### src/hw/automaton_params.svh
`ifndef AUTOMATON_PARAMS_SVH
`define AUTOMATON_PARAMS_SVH

// Array and datapath sizes
`define N_STE         8
`define SYMBOL_W      8
`define CLASS_WORDS   8      // 256 symbols in 32-bit words
`define WB_ADR_W      10     // Word address
`define WB_DATA_W     32
`define REPORT_CNT_W  16

// Per-STE configuration block
`define STE_STRIDE    16
`define OFS_SUCC      4'd8   // Successor mask
`define OFS_FLAGS     4'd9   // Bit 0 start, bit 1 report

`define FLAG_START    0
`define FLAG_REPORT   1

// Control region, above all STE blocks
`define ADR_SYMBOL    10'h200  // Write steps the automaton
`define ADR_ACTIVE    10'h201
`define ADR_COUNT     10'h202
`define ADR_CLEAR     10'h203

`endif

### src/hw/automaton_pkg.sv
`default_nettype none

`include "automaton_params.svh"

package automaton_pkg;

  typedef logic [`N_STE-1:0]        ste_vec_t;       // One bit per STE
  typedef logic [`SYMBOL_W-1:0]     symbol_t;
  typedef logic [`WB_ADR_W-1:0]     wb_adr_t;
  typedef logic [`WB_DATA_W-1:0]    wb_data_t;       // Also one class word
  typedef logic [$clog2(`N_STE)-1:0] ste_idx_t;
  typedef logic [`REPORT_CNT_W-1:0] report_count_t;

  // Slave handshake, ack is the BUS_ACK state itself
  typedef enum logic {
    BUS_IDLE,
    BUS_ACK
  } bus_state_t;

endpackage

`default_nettype wire

### src/hw/activation_router.sv
`default_nettype none

`include "automaton_params.svh"

module activation_router (
  input  logic                          clk,
  input  logic                          rst,
  input  logic                          step,
  input  logic                          clear,
  input  automaton_pkg::ste_vec_t       contrib [`N_STE],
  input  automaton_pkg::ste_vec_t       hit,
  output automaton_pkg::ste_vec_t       active,
  output logic                          report,
  output automaton_pkg::report_count_t  report_count
);

  import automaton_pkg::*;

  ste_vec_t next_active;
  logic     any_hit;

  // Successor routing
  always_comb begin
    next_active = '0;
    for (int i = 0; i < `N_STE; i++) begin
      next_active = next_active | contrib[i];
    end
  end

  assign any_hit = |hit;

  always_ff @(posedge clk) begin
    if (rst || clear) begin
      active       <= '0;
      report       <= 1'b0;
      report_count <= '0;
    end else if (step) begin
      active <= next_active;
      report <= any_hit;
      if (any_hit) begin
        report_count <= report_count + 1'b1;  // Wraps
      end
    end else begin
      report <= 1'b0;  // Single cycle pulse
    end
  end

endmodule

`default_nettype wire

### src/hw/automaton_top.sv
`default_nettype none

`include "automaton_params.svh"

module automaton_top (
  input  logic                     clk,
  input  logic                     rst,
  input  logic                     cyc,
  input  logic                     stb,
  input  logic                     we,
  input  automaton_pkg::wb_adr_t   adr,
  input  automaton_pkg::wb_data_t  dat_w,
  output automaton_pkg::wb_data_t  dat_r,
  output logic                     ack,
  output logic                     report
);

  import automaton_pkg::*;

  logic          cfg_we;
  ste_idx_t      cfg_ste;
  logic [3:0]    cfg_ofs;
  wb_data_t      cfg_data;
  symbol_t       symbol;
  logic          step;
  logic          clear;
  ste_vec_t      active;
  report_count_t report_count;
  ste_vec_t      contrib [`N_STE];
  ste_vec_t      hit;

  wb_config_port port_i (
    .clk          (clk),
    .rst          (rst),
    .cyc          (cyc),
    .stb          (stb),
    .we           (we),
    .adr          (adr),
    .dat_w        (dat_w),
    .dat_r        (dat_r),
    .ack          (ack),
    .cfg_we       (cfg_we),
    .cfg_ste      (cfg_ste),
    .cfg_ofs      (cfg_ofs),
    .cfg_data     (cfg_data),
    .symbol       (symbol),
    .step         (step),
    .clear        (clear),
    .active       (active),
    .report_count (report_count)
  );

  // One cell per STE, each sees the shared config bus
  for (genvar g = 0; g < `N_STE; g++) begin : g_ste
    ste_cell #(
      .STE_ID (g)
    ) cell_i (
      .clk      (clk),
      .rst      (rst),
      .cfg_we   (cfg_we),
      .cfg_ste  (cfg_ste),
      .cfg_ofs  (cfg_ofs),
      .cfg_data (cfg_data),
      .symbol   (symbol),
      .active   (active[g]),
      .contrib  (contrib[g]),
      .hit      (hit[g])
    );
  end

  activation_router router_i (
    .clk          (clk),
    .rst          (rst),
    .step         (step),
    .clear        (clear),
    .contrib      (contrib),
    .hit          (hit),
    .active       (active),
    .report       (report),
    .report_count (report_count)
  );

endmodule

`default_nettype wire

### src/hw/ste_cell.sv
`default_nettype none

`include "automaton_params.svh"

module ste_cell #(
  parameter int STE_ID = 0
) (
  input  logic                     clk,
  input  logic                     rst,
  input  logic                     cfg_we,
  input  automaton_pkg::ste_idx_t  cfg_ste,
  input  logic [3:0]               cfg_ofs,
  input  automaton_pkg::wb_data_t  cfg_data,
  input  automaton_pkg::symbol_t   symbol,
  input  logic                     active,
  output automaton_pkg::ste_vec_t  contrib,
  output logic                     hit
);

  import automaton_pkg::*;

  localparam int WORD_BITS = $clog2(`CLASS_WORDS);
  localparam int BIT_BITS  = $clog2(`WB_DATA_W);

  wb_data_t class_q [`CLASS_WORDS];  // Word k bit b is symbol 32k+b
  ste_vec_t succ_q;
  logic     start_q;
  logic     report_q;
  logic     sel;
  logic     class_bit;
  logic     match;

  assign sel = cfg_we && (cfg_ste == ste_idx_t'(STE_ID));

  always_ff @(posedge clk) begin
    if (rst) begin
      for (int k = 0; k < `CLASS_WORDS; k++) begin
        class_q[k] <= '0;
      end
      succ_q   <= '0;
      start_q  <= 1'b0;
      report_q <= 1'b0;
    end else if (sel) begin
      if (cfg_ofs < `CLASS_WORDS) begin
        class_q[cfg_ofs[WORD_BITS-1:0]] <= cfg_data;
      end else if (cfg_ofs == `OFS_SUCC) begin
        succ_q <= cfg_data[`N_STE-1:0];
      end else if (cfg_ofs == `OFS_FLAGS) begin
        start_q  <= cfg_data[`FLAG_START];
        report_q <= cfg_data[`FLAG_REPORT];
      end
    end
  end

  // Upper symbol bits pick the word, lower bits the bit within it
  assign class_bit = class_q[symbol[`SYMBOL_W-1 -: WORD_BITS]][symbol[BIT_BITS-1:0]];

  // Start STEs are always enabled
  assign match   = (active || start_q) && class_bit;
  assign contrib = match ? succ_q : '0;
  assign hit     = match && report_q;

endmodule

`default_nettype wire

### src/hw/wb_config_port.sv
`default_nettype none

`include "automaton_params.svh"

module wb_config_port (
  input  logic                          clk,
  input  logic                          rst,
  input  logic                          cyc,
  input  logic                          stb,
  input  logic                          we,
  input  automaton_pkg::wb_adr_t        adr,
  input  automaton_pkg::wb_data_t       dat_w,
  output automaton_pkg::wb_data_t       dat_r,
  output logic                          ack,
  output logic                          cfg_we,
  output automaton_pkg::ste_idx_t       cfg_ste,
  output logic [3:0]                    cfg_ofs,
  output automaton_pkg::wb_data_t       cfg_data,
  output automaton_pkg::symbol_t        symbol,
  output logic                          step,
  output logic                          clear,
  input  automaton_pkg::ste_vec_t       active,
  input  automaton_pkg::report_count_t  report_count
);

  import automaton_pkg::*;

  localparam int OFS_BITS = $clog2(`STE_STRIDE);
  localparam wb_adr_t STE_REGION_END = wb_adr_t'(`N_STE * `STE_STRIDE);

  bus_state_t state;
  logic       wr_stb;
  logic       rd_stb;
  logic       in_ste_region;

  // One ack per request, never back to back
  always_ff @(posedge clk) begin
    if (rst) begin
      state <= BUS_IDLE;
    end else begin
      case (state)
        BUS_IDLE: begin
          if (cyc && stb) begin
            state <= BUS_ACK;
          end
        end
        BUS_ACK: begin
          state <= BUS_IDLE;
        end
        default: begin
          state <= BUS_IDLE;
        end
      endcase
    end
  end

  assign ack = (state == BUS_ACK);

  // Master holds adr, we and dat_w until ack, so decode in the ack cycle
  assign wr_stb        = ack && we;
  assign rd_stb        = ack && !we;
  assign in_ste_region = (adr < STE_REGION_END);

  assign cfg_we   = wr_stb && in_ste_region;
  assign cfg_ste  = adr[OFS_BITS +: $bits(ste_idx_t)];
  assign cfg_ofs  = adr[OFS_BITS-1:0];
  assign cfg_data = dat_w;

  assign symbol = dat_w[`SYMBOL_W-1:0];
  assign step   = wr_stb && (adr == `ADR_SYMBOL);
  assign clear  = wr_stb && (adr == `ADR_CLEAR);

  // Status readback, everything else reads zero
  always_comb begin
    dat_r = '0;
    if (rd_stb) begin
      case (adr)
        `ADR_ACTIVE: dat_r = wb_data_t'(active);
        `ADR_COUNT:  dat_r = wb_data_t'(report_count);
        default:     dat_r = '0;
      endcase
    end
  end

endmodule

`default_nettype wire

### config.mk
export PLATFORM = sky130hd
export DESIGN_NAME = automaton_top
export DESIGN_NICKNAME = d
export VERILOG_FILES = /design/src/hw/automaton_pkg.sv /design/src/hw/activation_router.sv /design/src/hw/automaton_top.sv /design/src/hw/ste_cell.sv /design/src/hw/wb_config_port.sv
export VERILOG_INCLUDE_DIRS = /design/src /design/src/hw
export SDC_FILE = /design/constraint.sdc
export NUM_CORES = 2
export LEC_CHECK = 0
export BUFFER_PORTS_ARGS = -buffer_cell sky130_fd_sc_hd__buf_2
export CORE_UTILIZATION = 25
export CTS_BUF_LIST = sky130_fd_sc_hd__clkbuf_8
export DETAILED_ROUTE_END_ITERATION = 12
export GPL_TIMING_DRIVEN = 0
export PLACE_DENSITY = 0.35
export RECOVER_POWER = 25
export SYNTH_ARGS = -nofsm -noshare
export SYNTH_HDL_FRONTEND = slang
export SYNTH_SLANG_ARGS = --single-unit
export TNS_END_PERCENT = 1
### constraint.sdc
create_clock -name clk -period 4.9 [get_ports clk]
set_input_delay 0.735 -clock clk [delete_from_list [all_inputs] [get_ports clk]]
set_output_delay 0.735 -clock clk [all_outputs]
set_load 0.01 [all_outputs]
==> results.py <==
metrics = {
    "clock_network": {
        "clockBufferDepth": 4,
        "clk_latency_ps": 1170,
        "cts_buffers": 408,
        "cts_tree": "yes",
        "cts.htree.levels": 5,
        "clk_pin_slew_ps": 60,
        "cts_num_sinks": 2154,
        "clockRootBuffer": "clkbuf_8",
    },
    "power": {
        "p_seq_share_pct": 50.2,
        "p_leak_uw": 0.04006,
        "power.density_mw_per_mm2": 362.2,
        "p_total_uw": 41430,
        "comb_power_share_pct": 9.5,
        "p_int_uw": 29620,
        "swShare_pct": 28.52,
        "pwr-share-clk_pct": 40.2,
        "switchingPower_uw": 11820,
        "ir_drop_mv": 0.1942,
    },
    "logic_synthesis": {
        "async_reset_ff_share_pct": 0,
        "ys_types": 75,
        "yosys_warnings": 0,
        "synthTopCellsByArea": "edfxtp_1 (63%), and2_1 (10%), mux4_2 (10%), mux2i_1 (2.5%), nor3_1 (2.4%)",
        "synth_edf_count": 2048,
        "ys_seq_area_share_pct": 64.82,
        "yosys.area.top_type": "edfxtp_1",
        "synth_common_cells": "edfxtp_1 (2,048), and2_1 (1,613), clkbuf_1 (502)",
        "synth_area_per_cell_um2": 14.46,
        "synthFlopType": "edfxtp_1",
        "syn_area_mm2": 0.09815,
        "synth_top_area_share_pct": 62.66,
        "synth_seq_cells": 2154,
        "synthCells": 6788,
        "synth_most_common_cell": "edfxtp_1",
    },
    "hold_path": {
        "min_path_type": "in2reg",
    },
    "sta": {
        "clock.fmax_ghz": 0.1934,
        "fin_skew_ps": 75.37,
        "fin_ws_ps": -270.9,
        "period_share_pct": 105.5,
        "slew_headroom_pct": -31.29,
        "hold_violations": 0,
        "maxSlewViolCount": 101,
        "setup_violations": 152,
        "rsz0062_at_grt": "true",
        "finalSetupTns_ps": -9200,
        "period_needed_ps": 5171,
        "tightest_slew_ps": 1969,
    },
    "grt": {
        "grt_pass1_wl_um": 667600,
        "overflow": 0,
        "grt_pass1_vias": 65589,
        "antenna_found_initial": 90,
        "grt_max_degree": 33,
        "grtUsageTotal_pct": 25.55,
    },
    "route": {
        "drc": 0,
        "ant_nets": 0,
        "vias": 66222,
        "wire_per_inst_um": 40.02,
        "first_pass_iters": 6,
        "first_iter_violations": 7634,
        "vias_per_cell": 5.126,
        "drt-total-wl_um": 517000,
    },
    "floorplan": {
        "core_mm2": 0.3900,
        "die_x_um": 628.6,
        "die-area_mm2": 0.3951,
        "ios": 81,
        "die_y_um": 628.6,
        "rows": 229,
        "initial_core_util_pct": 25.17,
    },
    "job": {
        "cap_violations": 9,
    },
    "worst_setup_path": {
        "cp-end-kind": "register",
        "critPathRequiredTime_ps": 5990,
        "critPathKind": "in2reg",
        "cp.arrival_ps": 6260,
        "path_max_fanout": 10,
        "startpoint_type": "input port",
    },
    "layout": {
        "layout.cells.non_filler": 12918,
        "final_nets": 7361,
        "drive_above_1_share_pct": 18.01,
        "area_growth_pct": 16.55,
        "stdcell_area_mm2": 0.1144,
    },
    "place": {
        "preCtsSetupSlack_ps": -3291,
        "dp_cells": 12092,
        "placed_cell_area_mm2": 0.1062,
        "gp_congestion": 0.8864,
        "hpwl_um": 361900,
        "io_buffers": 34,
    },
    "status": {
        "status": "complete, but fails checks",
        "violations": "capacitance limit, slew limit, setup timing",
    },
}
==> power groups by stage <==
stage / clock (uW) / combinational [uW] / sequential (uW)
6_report: 16700 / 3960 / 20800
5_1_grt: 17600 / 3970 / 20800
4_1_cts: 16900 / 3920 / 20800
3_5_place_dp: 0 / 3860 / 21200
3_3_place_gp: 0 / 3760 / 21200
2_1_floorplan: 0 / 1620 / 21100
==> stage by stage <==
step / util (%) / hold WS, ps
after floorplan: - / 432.9
after global placement: 26.89 / 455.0
after detailed placement: 27.24 / 446.7
after CTS: 29.24 / 8.423
after global routing: 29.31 / 104.6
final: 29.34 / 124.6
==> cell usage in the layout (no fill, tap or decap), types with 94 or more instances in the layout <==
cell type  count
edfxtp_1    2048
and2_1      1494
clkbuf_1     470
nor3_1       470
mux4_2       437
clkbuf_8     425
mux2i_1      247
nor2_1       221
inv_1        169
and2_0       119
nand2_1      111
a22oi_1      109
dfxtp_1      106
clkinv_1     101
a21oi_1       94
==> logic make-up after synthesis <==
| group | after synthesis | share of synthesized area [%] |
|---|---|---|
| AO/OA/AOI/OAI | 484 | 3.378 |
| other | 1 | 0.003821 |
| AND/OR/NAND/NOR | 2735 | 15.87 |
| buffers and inverters | 727 | 3.346 |
| adder cells (fa/ha/maj) | 1 | 0.01275 |
| multiplexers | 686 | 12.57 |
| flip-flops | 2154 | 64.82 |
==> metal layers <==
layer	GRT usage (%)	share of wire [%]	vias to the layer above
met1	34.79	43	35865
met2	40.30	46	3100
met3	4.433	7.1	688
met5	0	0.013	-
li1	-	-	26559
met4	10.29	4.3	10
==> area by class of cell <==
type                    instances  area [um2]
repair buffers                106        1449
diodes                         88       220.2
clock buffers                 422        5808
plain buffers                 706        3625
multi-input cells            3922       31740
clock inverters               308        1373
fillers                     39505      275600
well taps                    5197        6502
inverters                      15       63.81
flip-flops and latches       2154       63620
==> worst max-delay path, cell delays in order <==
cell and delay, ps:
clkbuf_1 260, buf_2 400, buf_4 320, nor2b_1 70, clkbuf_1 460, clkbuf_2 560, a22oi_1 580, a21oi_1 150
a2111oi_0 720, a21oi_2 370, a22o_1 460, nor2_2 330, clkbuf_1 450, nand4_1 190, nand3_1 110
==> state kept, by name, summed over array words and instances, names as in the netlist <==
name / flops
g_ste.cell_i.class_q: 2048
g_ste.cell_i.succ_q: 64
router_i.report_count: 16
g_ste.cell_i.report_q: 8
g_ste.cell_i.start_q: 8
router_i.active: 8
port_i.ack: 1
router_i.report: 1
==> path summary, 6_finish.rpt <==
path / startpoint / end / slack [ps] / depth (start not counted)
max: dat_w[7] / router_i.report_count[12]$_SDFFE_PP0P_ / -270 / 15
min: adr[6] / g_ste[2].cell_i.start_q$_SDFFE_PP0P_ / 120 / 4
max reg2reg: port_i.ack$_SDFF_PP0_ / g_ste[6].cell_i.class_q[3][26]$_SDFFCE_PN0P_ / -160 / 9
min reg2reg: g_ste[3].cell_i.report_q$_SDFFE_PP0P_ / g_ste[3].cell_i.report_q$_SDFFE_PP0P_ / 450 / 2
==> what timing repair did <==
item | CTS | global route
endpoints found under the setup margin | 770 | 767
cloned | 0 | 0
hold endpoints to repair | 11 | 0
buffers inserted | 4 | 4
hold buffers | 6 | 0
pin swaps | 3 | 5
resized for setup | 170 | 50
Note: power is estimated with default switching activity, not from simulation.
